===== src/logic/modmul_settings.svh =====
`ifndef MODMUL_SETTINGS_SVH
`define MODMUL_SETTINGS_SVH

// width of one operand word in bits
`define MM_WORD_W 8

// number of words in the accumulator and in every operand
`define MM_N_WORDS 4

// the modulus is 2^(MM_N_WORDS*MM_WORD_W - MM_B_OFFSET) - 1
`define MM_B_OFFSET 1

// external memory address width
`define MM_MEM_ADDR_W 9

// first address read by a preload and first address written by a store
`define MM_PRELOAD_BASE 4
`define MM_STORE_BASE 8

`endif


===== src/logic/modmul_pkg.sv =====
`include "modmul_settings.svh"

package modmul_pkg;

    // commands seen on the top level command input, NOP leaves the unit alone
    typedef enum logic [2:0] {
        CMD_NOP          = 3'd0,
        CMD_PRELOAD      = 3'd1,
        CMD_STORE        = 3'd2,
        CMD_RESET_RESULT = 3'd3,
        CMD_MULT         = 3'd4,
        CMD_SQUARE       = 3'd5
    } cmd_t;

    // sequencer states, BUSY covers the whole multiply and fold
    typedef enum logic [1:0] {
        ST_IDLE    = 2'd0,
        ST_PRELOAD = 2'd1,
        ST_STORE   = 2'd2,
        ST_BUSY    = 2'd3
    } seq_state_t;

    typedef logic [`MM_WORD_W-1:0] word_t;
    typedef word_t [`MM_N_WORDS-1:0] operand_t;

    // a column holds up to N_WORDS double-width products plus the carry rippled in from below
    typedef logic [2*`MM_WORD_W+$clog2(`MM_N_WORDS):0] column_t;
    typedef column_t [2*`MM_N_WORDS-2:0] product_t;

endpackage


===== src/logic/mm_bus_if.sv =====
`timescale 1ns/1ps

interface mm_bus_if;
    import modmul_pkg::*;

    // request from the sequencer, square is only looked at together with start
    logic     start;
    logic     square;
    operand_t operand;

    // full product from the multiply array with the column carries already rippled
    logic     prod_valid;
    product_t prod;

    // reduced value returned to the sequencer
    logic     done;
    operand_t result;

    modport seq (output start, output square, output operand, input done, input result);

    modport mac (input start, input square, input operand, output prod_valid, output prod);

    modport fold (input prod_valid, input prod, output done, output result);

endinterface


===== src/logic/mm_sequencer.sv =====
`timescale 1ns/1ps
`include "modmul_settings.svh"

module mm_sequencer (
    input  logic                      clk,
    input  logic                      aclr,
    input  modmul_pkg::cmd_t          i_cmd,
    input  modmul_pkg::word_t         i_mem_rdata,
    output logic                      o_ready,
    output logic                      o_mem_rden,
    output logic                      o_mem_wren,
    output logic [`MM_MEM_ADDR_W-1:0] o_mem_addr,
    output modmul_pkg::word_t         o_mem_wdata,
    mm_bus_if.seq                     bus
);
    import modmul_pkg::*;

    localparam int N      = `MM_N_WORDS;
    localparam int ADDR_W = `MM_MEM_ADDR_W;
    localparam int CNT_W  = $clog2(N);

    localparam logic [CNT_W-1:0]  LAST_WORD    = CNT_W'(N - 1);
    localparam logic [ADDR_W-1:0] PRELOAD_BASE = ADDR_W'(`MM_PRELOAD_BASE);
    localparam logic [ADDR_W-1:0] STORE_BASE   = ADDR_W'(`MM_STORE_BASE);

    seq_state_t       state_q;
    seq_state_t       state_d;
    logic [CNT_W-1:0] cnt_q;
    logic [CNT_W-1:0] cnt_d;
    logic             idle;
    operand_t         r_q;
    operand_t         store_q;

    assign idle    = (state_q == ST_IDLE);
    assign o_ready = idle;

    // next state and word count
    // the count restarts at zero every time the machine sits in IDLE
    always_comb begin
        state_d = state_q;
        cnt_d   = cnt_q;
        case (state_q)
            ST_IDLE: begin
                cnt_d = '0;
                case (i_cmd)
                    CMD_PRELOAD:          state_d = ST_PRELOAD;
                    CMD_STORE:            state_d = ST_STORE;
                    CMD_MULT, CMD_SQUARE: state_d = ST_BUSY;
                    default:              state_d = ST_IDLE;
                endcase
            end
            ST_PRELOAD, ST_STORE: begin
                // one word per cycle, back to IDLE after the last one
                if (cnt_q == LAST_WORD) begin
                    state_d = ST_IDLE;
                    cnt_d   = '0;
                end else begin
                    cnt_d = cnt_q + 1'b1;
                end
            end
            ST_BUSY: begin
                // the fold unit tells us when the new value of r is ready
                if (bus.done) begin
                    state_d = ST_IDLE;
                end
            end
            default: state_d = ST_IDLE;
        endcase
    end

    // reads are issued one cycle ahead of the state that consumes them
    // so the address comes from the next count and word 0 lands in the first PRELOAD cycle
    assign o_mem_rden  = (state_d == ST_PRELOAD);
    assign o_mem_wren  = (state_q == ST_STORE);
    assign o_mem_addr  = o_mem_wren ? STORE_BASE + ADDR_W'(cnt_q)
                                    : PRELOAD_BASE + ADDR_W'(cnt_d);
    assign o_mem_wdata = store_q[0];

    // a multiply request goes straight out so the array can load r at the accepting edge
    assign bus.start   = idle && (i_cmd == CMD_MULT || i_cmd == CMD_SQUARE);
    assign bus.square  = (i_cmd == CMD_SQUARE);
    assign bus.operand = r_q;

    // state, count and the accumulator r
    always_ff @(posedge clk or posedge aclr) begin
        if (aclr) begin
            state_q <= ST_IDLE;
            cnt_q   <= '0;
            r_q     <= '0;
        end else begin
            state_q <= state_d;
            cnt_q   <= cnt_d;
            if (idle && i_cmd == CMD_RESET_RESULT) begin
                r_q <= operand_t'(1);
            end else if (state_q == ST_PRELOAD) begin
                // read data for word cnt_q arrives in this cycle
                r_q[cnt_q] <= i_mem_rdata;
            end else if (state_q == ST_BUSY && bus.done) begin
                r_q <= bus.result;
            end
        end
    end

    // store shifter, takes a copy of r and hands out the low word first
    always_ff @(posedge clk) begin
        if (idle && i_cmd == CMD_STORE) begin
            store_q <= r_q;
        end else if (state_q == ST_STORE) begin
            store_q <= {word_t'(0), store_q[N-1:1]};
        end
    end

    // the memory port is shared so a read and a write may never overlap
    a_mem_one_dir: assert property (@(posedge clk) disable iff (aclr)
        !(o_mem_rden && o_mem_wren));

    // the fold unit may only answer a request that this sequencer issued
    a_done_in_busy: assert property (@(posedge clk) disable iff (aclr)
        bus.done |-> state_q == ST_BUSY);

endmodule


===== src/logic/mac_array.sv =====
`timescale 1ns/1ps
`include "modmul_settings.svh"

module mac_array (
    input  logic              clk,
    input  logic              aclr,
    input  modmul_pkg::word_t i_t_data,
    mm_bus_if.mac             bus
);
    import modmul_pkg::*;

    localparam int W     = `MM_WORD_W;
    localparam int N     = `MM_N_WORDS;
    localparam int NCOL  = 2*N - 1;
    localparam int COL_W = $bits(column_t);
    localparam int CNT_W = $clog2(N + 2);

    logic             run_q;
    logic             square_q;
    logic [CNT_W-1:0] cnt_q;
    logic             feed;
    logic             gather;
    word_t            x_word;
    operand_t         y_q;
    operand_t         xsh_q;
    column_t          acc_q [N];
    column_t          col_q [NCOL];
    product_t         prod_rip;

    // counts 0..N-1 feed X words, N gathers the open columns, N+1 presents the product
    assign feed           = run_q && (cnt_q < CNT_W'(N));
    assign gather         = run_q && (cnt_q == CNT_W'(N));
    assign bus.prod_valid = run_q && (cnt_q == CNT_W'(N + 1));

    always_ff @(posedge clk or posedge aclr) begin
        if (aclr) begin
            run_q    <= 1'b0;
            square_q <= 1'b0;
            cnt_q    <= '0;
        end else if (bus.start) begin
            run_q    <= 1'b1;
            square_q <= bus.square;
            cnt_q    <= '0;
        end else if (run_q) begin
            if (bus.prod_valid) begin
                run_q <= 1'b0;
            end
            cnt_q <= cnt_q + 1'b1;
        end
    end

    // a square takes X from its own copy of r, a multiply takes it from the T stream
    assign x_word = square_q ? xsh_q[0] : i_t_data;

    // y rotates up by one lane per cycle so lane j sees Y[(j-i) mod N] in feed cycle i
    always_ff @(posedge clk) begin
        if (bus.start) begin
            y_q <= bus.operand;
            if (bus.square) begin
                xsh_q <= bus.operand;
            end
        end else if (feed) begin
            y_q   <= {y_q[N-2:0], y_q[N-1]};
            xsh_q <= {word_t'(0), xsh_q[N-1:1]};
        end
    end

    // lane j builds column j during cycles 0..j and column j+N afterwards
    // it restarts in cycle 0 and again in cycle j+1 once column j has been handed over
    for (genvar j = 0; j < N; j++) begin : g_lane
        logic [2*W-1:0] mul;
        logic           restart;

        assign mul     = x_word * y_q[j];
        assign restart = (cnt_q == '0) || (cnt_q == CNT_W'(j + 1));

        always_ff @(posedge clk) begin
            if (feed) begin
                if (restart) begin
                    acc_q[j] <= column_t'(mul);
                end else begin
                    acc_q[j] <= acc_q[j] + column_t'(mul);
                end
            end
        end
    end

    // low columns are parked as they complete, the rest are picked up in the gather cycle
    always_ff @(posedge clk) begin
        for (int j = 0; j < N - 1; j++) begin
            if (feed && cnt_q == CNT_W'(j + 1)) begin
                col_q[j] <= acc_q[j];
            end
            if (gather) begin
                col_q[N + j] <= acc_q[j];
            end
        end
        if (gather) begin
            col_q[N-1] <= acc_q[N-1];
        end
    end

    // carry ripple, every column but the top one keeps only its low word
    always_comb begin
        column_t              sum;
        logic [COL_W-W-1:0]   carry;
        carry = '0;
        for (int i = 0; i < NCOL; i++) begin
            sum = col_q[i] + column_t'(carry);
            if (i < NCOL - 1) begin
                prod_rip[i] = column_t'(sum[W-1:0]);
            end else begin
                prod_rip[i] = sum;
            end
            carry = sum[COL_W-1:W];
        end
    end

    assign bus.prod = prod_rip;

    // the sequencer must hold off a new request until the current product has been handed on
    a_no_start_while_running: assert property (@(posedge clk) disable iff (aclr)
        bus.start |-> !run_q);

endmodule


===== src/logic/mersenne_fold.sv =====
`timescale 1ns/1ps
`include "modmul_settings.svh"

module mersenne_fold (
    input  logic   clk,
    input  logic   aclr,
    mm_bus_if.fold bus
);
    import modmul_pkg::*;

    localparam int W    = `MM_WORD_W;
    localparam int N    = `MM_N_WORDS;
    localparam int B    = `MM_B_OFFSET;
    localparam int NW   = N * W;
    localparam int M    = NW - B;
    localparam int FW   = 2 * NW;
    localparam int NCOL = 2*N - 1;
    localparam int LVLS = $clog2(N);

    logic [FW-1:0]   flat;
    logic [FW-1:0]   fold_in;
    logic            in_valid;
    logic [NW-1:0]   lo_part;
    logic [FW-M-1:0] hi_part;
    logic [W:0]      sum_a [N];
    logic [B-1:0]    hx_a;
    logic            va_q;
    logic [N-1:0]    word_g;
    logic [N-1:0]    word_p;
    wire  [N-1:0]    pg_g [LVLS+1];
    wire  [N-1:0]    pg_p [LVLS+1];
    logic [N-1:0]    cin;
    operand_t        res_b;
    logic [B:0]      over_b;
    logic            vb_q;
    logic [NW+B:0]   chk;
    logic            above;
    logic            refold_q;
    logic [FW-1:0]   fb_q;
    logic            done_q;
    operand_t        result_q;

    // flatten the rippled columns into one wide number
    // the top column can only be two words wide since the product fits in 2*NW bits
    always_comb begin
        for (int i = 0; i < NCOL - 1; i++) begin
            flat[i*W +: W] = bus.prod[i][W-1:0];
        end
        flat[(NCOL-1)*W +: 2*W] = bus.prod[NCOL-1][2*W-1:0];
    end

    // a second round takes its input from the feedback register instead of the array
    assign in_valid = bus.prod_valid || refold_q;
    assign fold_in  = refold_q ? fb_q : flat;

    // 2^M is one modulo 2^M-1, so the part above bit M is simply added to the part below it
    assign lo_part = NW'(fold_in[M-1:0]);
    assign hi_part = fold_in[FW-1:M];

    // word sums keep one carry bit each while the high part's overflow above NW waits in hx_a
    always_ff @(posedge clk) begin
        if (in_valid) begin
            for (int k = 0; k < N; k++) begin
                sum_a[k] <= {1'b0, lo_part[k*W +: W]} + {1'b0, hi_part[k*W +: W]};
            end
            hx_a <= hi_part[FW-M-1:NW];
        end
    end

    // a word generates a carry with its ninth bit and passes one on when it is all ones
    always_comb begin
        for (int k = 0; k < N; k++) begin
            word_g[k] = sum_a[k][W];
            word_p[k] = &sum_a[k][W-1:0];
        end
    end

    assign pg_g[0] = word_g;
    assign pg_p[0] = word_p;

    // in the prefix network level l combines each word with the group 2^l words below it
    for (genvar l = 0; l < LVLS; l++) begin : g_level
        for (genvar k = 0; k < N; k++) begin : g_node
            if (k >= (1 << l)) begin : g_merge
                assign pg_g[l+1][k] = pg_g[l][k] | (pg_p[l][k] & pg_g[l][k-(1<<l)]);
                assign pg_p[l+1][k] = pg_p[l][k] & pg_p[l][k-(1<<l)];
            end else begin : g_pass
                assign pg_g[l+1][k] = pg_g[l][k];
                assign pg_p[l+1][k] = pg_p[l][k];
            end
        end
    end

    // carry into word k is the group generate of words 0..k-1
    assign cin = {pg_g[LVLS][N-2:0], 1'b0};

    always_ff @(posedge clk) begin
        if (va_q) begin
            for (int k = 0; k < N; k++) begin
                res_b[k] <= sum_a[k][W-1:0] + W'(cin[k]);
            end
            over_b <= (B+1)'(hx_a) + (B+1)'(pg_g[LVLS][N-1]);
        end
    end

    // anything left at or above bit M needs one more pass through the adder
    assign chk   = {over_b, res_b};
    assign above = |chk[NW+B:M];

    always_ff @(posedge clk) begin
        if (vb_q) begin
            fb_q     <= FW'(chk);
            result_q <= res_b;
        end
    end

    // the valid bits follow the data, and a round takes three cycles from input to done or refold
    always_ff @(posedge clk or posedge aclr) begin
        if (aclr) begin
            va_q     <= 1'b0;
            vb_q     <= 1'b0;
            refold_q <= 1'b0;
            done_q   <= 1'b0;
        end else begin
            va_q     <= in_valid;
            vb_q     <= va_q;
            refold_q <= vb_q && above;
            done_q   <= vb_q && !above;
        end
    end

    assign bus.done   = done_q;
    assign bus.result = result_q;

    // a second round always brings the value below bit M, so done follows it and no third round runs
    a_result_in_range: assert property (@(posedge clk) disable iff (aclr)
        $past(refold_q, 2) |-> !above);

endmodule


===== src/logic/modmul_top.sv =====
`timescale 1ns/1ps
`include "modmul_settings.svh"

module modmul_top (
    input  logic                      clk,
    input  logic                      aclr,
    input  modmul_pkg::cmd_t          i_cmd,
    output logic                      o_ready,
    input  modmul_pkg::word_t         i_t_data,
    output logic [`MM_MEM_ADDR_W-1:0] o_mem_addr,
    output logic                      o_mem_rden,
    output logic                      o_mem_wren,
    output modmul_pkg::word_t         o_mem_wdata,
    input  modmul_pkg::word_t         i_mem_rdata
);

    // the three blocks talk over one shared bus, each through its own modport
    mm_bus_if bus ();

    // command decode, the accumulator r and the memory port
    mm_sequencer mm_sequencer_inst (
        .clk         (clk),
        .aclr        (aclr),
        .i_cmd       (i_cmd),
        .i_mem_rdata (i_mem_rdata),
        .o_ready     (o_ready),
        .o_mem_rden  (o_mem_rden),
        .o_mem_wren  (o_mem_wren),
        .o_mem_addr  (o_mem_addr),
        .o_mem_wdata (o_mem_wdata),
        .bus         (bus)
    );

    // full product of r with the T stream or with itself
    mac_array mac_array_inst (
        .clk      (clk),
        .aclr     (aclr),
        .i_t_data (i_t_data),
        .bus      (bus)
    );

    // reduction modulo the Mersenne number
    mersenne_fold mersenne_fold_inst (
        .clk  (clk),
        .aclr (aclr),
        .bus  (bus)
    );

endmodule


===== config.mk =====
export PLATFORM = sky130hd
export DESIGN_NAME = modmul_top
export DESIGN_NICKNAME = d
export VERILOG_FILES = /design/src/logic/modmul_pkg.sv /design/src/logic/mm_bus_if.sv /design/src/logic/mm_sequencer.sv /design/src/logic/mac_array.sv /design/src/logic/mersenne_fold.sv /design/src/logic/modmul_top.sv
export VERILOG_INCLUDE_DIRS = /design/src /design/src/logic
export SDC_FILE = /design/constraint.sdc
export NUM_CORES = 1
export LEC_CHECK = 0
export ABC_AREA = 0
export BUFFER_PORTS_ARGS = -buffer_cell sky130_fd_sc_hd__buf_2
export CAP_MARGIN = 25
export CORE_ASPECT_RATIO = 1.5
export CORE_MARGIN = 4
export CORE_UTILIZATION = 35
export CTS_CLUSTER_DIAMETER = 80
export DETAILED_ROUTE_END_ITERATION = 6
export SKIP_CTS_REPAIR_TIMING = 1
export SLEW_MARGIN = 5
export SYNTH_ARGS = -nofsm -noshare
export SYNTH_HDL_FRONTEND = slang
export SYNTH_SLANG_ARGS = --single-unit

===== constraint.sdc =====
create_clock -name clk -period 23.5 [get_ports clk]
set_input_delay 2.35 -clock clk [delete_from_list [all_inputs] [get_ports clk]]
set_output_delay 2.35 -clock clk [all_outputs]
set_load 0.005 [all_outputs]

# Yosys cells after proc, flatten, opt, wreduce, memory -nomap -nowiden
# Memories as Yosys holds them, arrays and structs flattened.
# Index checks and enable logic that the tools add are counted.
# totals
input_bits	21
mem_bits_rw	245
n_memories	3
output_inout_bits	20
word_cells	210
regBits	242
# classes
n_bitwise	16
order_cmp	3
eq_ne	16
n_reduce_logical	36
addsub	22
mul	4
n_mux	74
# mem_list
memory	depth	word_bits	rd	rd_clocked_by_memory_dff	write_ports	line_no	rtl
mac_array_inst.col_q	7	19	7	0	4	mac_array.sv:27	column_t col_q [NCOL];
mac_array_inst.acc_q	4	19	4	0	4	mac_array.sv:26	column_t acc_q [N];
mersenne_fold_inst.sum_a	4	9	4	0	4	mersenne_fold.sv:25	logic [W:0] sum_a [N];
# ops
operator	n
32-bit 2-to-1 mux	10
19-bit 2-to-1 mux	7
19-bit by 11-bit adder with 19-bit output	5
19-bit by 16-bit adder with 19-bit output	4
8-bit by 8-bit multiplier with 16-bit output	4
63-bit 2-to-1 mux	1
19-bit OR reduction	3
1-bit 2-to-1 mux	40
32-bit bitwise mux	1
8-bit by 8-bit adder with 9-bit output	3
8-bit by 1-bit adder with 8-bit output	3
8-bit AND reduction	3
16-bit by 11-bit adder with 16-bit output	1
8-bit demux with 2-bit select	1
8-bit 2-to-1 mux	2
3-bit 2-to-1 mux	5
1-bit logical AND	13
3-bit by 2-bit == test with 1-bit output, second input constant	4
3-bit == test, second input constant	4
2-bit one-hot mux with 3 select lines	2
7-bit by 8-bit adder with 9-bit output	1
9-bit 2-to-1 mux	1
1-bit bitwise OR	9
1-bit bitwise AND	7
other kinds (23)	37

# Longest topological paths before layout
# An unclocked memory read counts as a cell.
# depth
word_depth	9
depth_mapped	65
ltp_nobuf	65

# By module
# From an unflattened synthesis, not the netlist that was laid out.
# unflattened
cells_unflattened	3217
area_unflattened_um2	34322.9
# modules_own_cells
module	instances	cells_each	seq_area_each_um2	area_each_um2
mac_array	1	2518	8323.0	25180.4
mersenne_fold	1	427	3253.1	5770.5
mm_sequencer	1	272	1861.8	3372.0

# Worst setup path before layout
# Ideal clock, no wire load.
# synth_timing
path_kind	flip-flop to flip-flop
start	memory mac_array_inst.col_q[0][8] (netlist bit)
end	memory mersenne_fold_inst.sum_a[3][7] (netlist bit) (data pin)
slack_ns	12.546
required_time_ns	23.235
path_buffers	0
setup_time_ns	0.265
t_arrival_ns	10.690
period_less_slack_ns	10.954
path_stages_with_launch	60
cell_sequence	edfxtp_1 -> ha_1 -> fa_1 -> a21o_1 -> a21oi_1 -> nor2b_1 -> o21a_1 -> o221a_2 -> o31ai_1 -> a21boi_1 -> xor2_1 -> ha_1 -> o21ai_0 -> nand2b_1 -> o31a_1 -> a41o_1 -> o31a_1 -> nand3_1 -> [... 24 more ...] -> nor2_1 -> xor2_1 -> ha_1 -> a2111o_1 -> a31oi_1 -> nor2_1 -> xor2_1 -> nand2b_1 -> inv_1 -> ha_1 -> a21o_1 -> a21oi_1 -> o21bai_1 -> a21oi_1 -> nor2b_1 -> o21ai_0 -> nand2b_1 -> xnor2_1
# synth_lines
item	line_no
start, declared	mac_array.sv:27
end, declared	mersenne_fold.sv:25

==> results.toml <==
[final_layout]
layout_overhead_on_the_synthesized_area_pct = 9.365
drive_above_1_share_pct = 7.020
final_cell_count_no_fill = 4385
fillers = 9127
multiInputGateArea_um2 = 18190
layout.cells.most_common_list = "420 x sky130_fd_sc_hd__nand2_1, 407 x sky130_fd_sc_hd__edfxtp_1, 335 x sky130_fd_sc_hd__ha_1"
register_area_um2 = 13350
mostFrequentLayoutCell = "sky130_fd_sc_hd__nand2_1"
finalNetCount = 3613
antenna_cells_inserted = 0

[route]
dr.first_iter.drc_count = 1277
detailroute.via_count = 22240
detail-route-antenna-nets = 0
first_pass_iters = 7
routed_wire_length_per_instance_um = 19.31
routed_via_density = 5.073
detail_route.wirelength_mm = 84.65
detail_route.drc_violations = 0

[synthesis]
synth_cells = 3087
synth_top_flop_cell = "sky130_fd_sc_hd__edfxtp_1"
synth_seq_area_share_pct = 40.51
ys.warnings.count = 0
postSynthRegisterBits = 452
netlist_top_cells_area = "sky130_fd_sc_hd__edfxtp_1 37%, sky130_fd_sc_hd__ha_1 13%, sky130_fd_sc_hd__fa_1 9.6%"
yosysTopAreaCell = "sky130_fd_sc_hd__edfxtp_1"
synth_enable_flop_cells = 407
yosys.cell_types.count = 76
synth.top_cell.area_share_pct = 37.10
post_synthesis_average_cell_area_um2 = 10.67
syn_area_um2 = 32950
postSynth.asyncResetShare_pct = 9.956

[timing]
layout_min_cycle_time_ns = 12.64
timing.final.setup_violations = 0
rsz_0062_raised_after_global_routing = "no"
setup-tns-final_ns = 0
report.final.hold_viol_count = 0
skew_ns = 0.02828
fraction_of_the_cycle_the_final_worst_path_needs_pct = 53.79
slew-limit-headroom_pct = 35.39
timing.fmax_mhz = 79.11
final_max_slew_viol_count = 0
worst-slew-pin-transition_ns = 0.9692

[grt]
globalRouteOverflowTotal = 0
grt_antenna_before_repair = 0
first_global_vias = 22800
grt_max_degree = 66
grt_first_pass_wirelength_mm = 129.6
gr-usage-all-layers_pct = 16.91

[die]
io_pins = 41
die-area_um2 = 99210
fp.coreArea_um2 = 93250
dieHeight_um = 383.8
row_count = 137
horizontal_die_dimension_um = 258.5
initial_utilization_pct = 35.33

[clock_network]
number_of_clock_sinks = 452
clk_latency_ns = 0.61
clk_pin_slew_worst_paths_ns = 0.07
ctsRootBufferMaster = "sky130_fd_sc_hd__clkbuf_16"
tritoncts.num_buffers = 45
cts_tree = "done"
max-clock-path-buffers = 3
clock_tree.htree_level_count = 2

[placed_design]
dp_hpwl_mm = 66.55
rd_place_congestion = 0.8493
numPortBuffers = 35
inst_count_dp = 4301

[critical_path]
critical_path.startpoint_type = "register"
timing.critical_path.required_ns = 23.83
worstPathMaxFanout = 4
timing.critical_path.to_type = "register"
critical_path.max_stage_delay_ns = 0.53
slowest_stage = "sky130_fd_sc_hd__o31ai_1"
cp.arrival_ns = 12.97
timing_worst_setup_path_type = "reg2reg"
cp_common_cell = "sky130_fd_sc_hd__ha_1"

[worst_hold_path]
hold_path_class = "reg2reg"

[run_status]
outcome = "finished clean"

[flow_run]
drv.max_cap_violation_count = 0
[worst max-delay path: cells and delay by family, from the launching register on]
kind	cells	cell delay [ns]
adder cells (fa/ha/maj)	8	2.52
AND/OR/NAND/NOR	9	0.87
flip-flops	1	0.37
buffers and inverters	2	0.14
XOR/XNOR	7	1.08
AO/OA/AOI/OAI	31	7.39
[area by class of cell]
class	count	area share, %
clock inverter	27	0.9376
inverter	270	2.816
clock buffer	55	3.288
tap	1251	4.344
sequential	452	37.05
multi-input combinational	2269	50.48
timing repair buffer	61	1.083
[registers in the layout, indices dropped and copies added, names as in the netlist, 2 cells and up]
register,flops
mm_sequencer_inst.cnt_q,2
mac_array_inst.col_q,130
mersenne_fold_inst.chk,32
mersenne_fold_inst.fb_q,6
mersenne_fold_inst.sum_a,36
mac_array_inst.y_q,32
mm_sequencer_inst.state_q,2
mm_sequencer_inst.o_mem_wdata,8
mersenne_fold_inst.over_b,2
mac_array_inst.acc_q,76
mm_sequencer_inst.store_q,24
mac_array_inst.cnt_q,3
mm_sequencer_inst.bus.operand,32
mac_array_inst.xsh_q,32
mersenne_fold_inst.bus.result,28
[per-layer routing]
layer	global-route usage [%]	part of all wire [%]	up-vias
li1	-	-	10730
met1	18.38	37	10990
met2	32.26	54	371
met3	1.616	2.7	156
met4	8.830	6.0	0
met5	0	0	-
[synthesized netlist by cell type, drive strengths merged, types with 9 or more instances]
master / count
edfxtp: 407
nand2: 420
a21o: 75
xor2: 97
and3: 27
mux2: 56
nand3: 47
nor2b: 18
clkbuf: 66
nor3: 27
o21a: 17
o21ai: 138
buf: 34
a31oi: 15
inv: 269
ha: 335
and2: 161
mux2i: 19
nand2b: 32
dfrtp: 45
nor2: 113
o21bai: 42
nand4: 17
o31ai: 40
a21boi: 10
a211oi: 9
xnor2: 142
fa: 158
a21oi: 146
[cells by family after synthesis]
group	Yosys count	synth area share, %
flops	452	40.51
compound gates	565	11.19
xor+xnor	239	6.353
fa+ha+maj	493	22.32
simple gates	892	12.73
other cells	1	0.01138
mux	75	2.491
buf+inv	370	4.386
[through the flow]
step | worst slack [ns] | utilization (%) | hold WS, ns | area, um^2
2_1_floorplan | 12.55 | - | 0.4003 | 32960
3_3_place_gp | 10.95 | 36.96 | 0.4004 | 34470
3_5_place_dp | 10.93 | 36.98 | 0.4045 | 34480
4_1_cts | 10.84 | 38.61 | 0.4166 | 36000
5_1_grt | 9.869 | 38.64 | 0.4250 | 36030
6_report | 10.86 | 38.64 | 0.4177 | 36030
[final timing paths]
path,start,to,slack (ns),cells after the start
min in group asynchronous,aclr,mersenne_fold_inst.va_q,1.89,3
max reg2reg,mac_array_inst.col_q[0][8],mersenne_fold_inst.sum_a[3][7],10.86,57
min reg2reg,mersenne_fold_inst.chk[28],mersenne_fold_inst.bus.result[28],0.42,0
max in group asynchronous,aclr,mac_array_inst.run_q,21.14,3
min,mersenne_fold_inst.chk[28],mersenne_fold_inst.bus.result[28],0.42,0
max,mac_array_inst.col_q[0][8],mersenne_fold_inst.sum_a[3][7],10.86,57
Power is not shown: default switching activity piles up to over one toggle a cycle in this logic, so the estimate is an artifact.
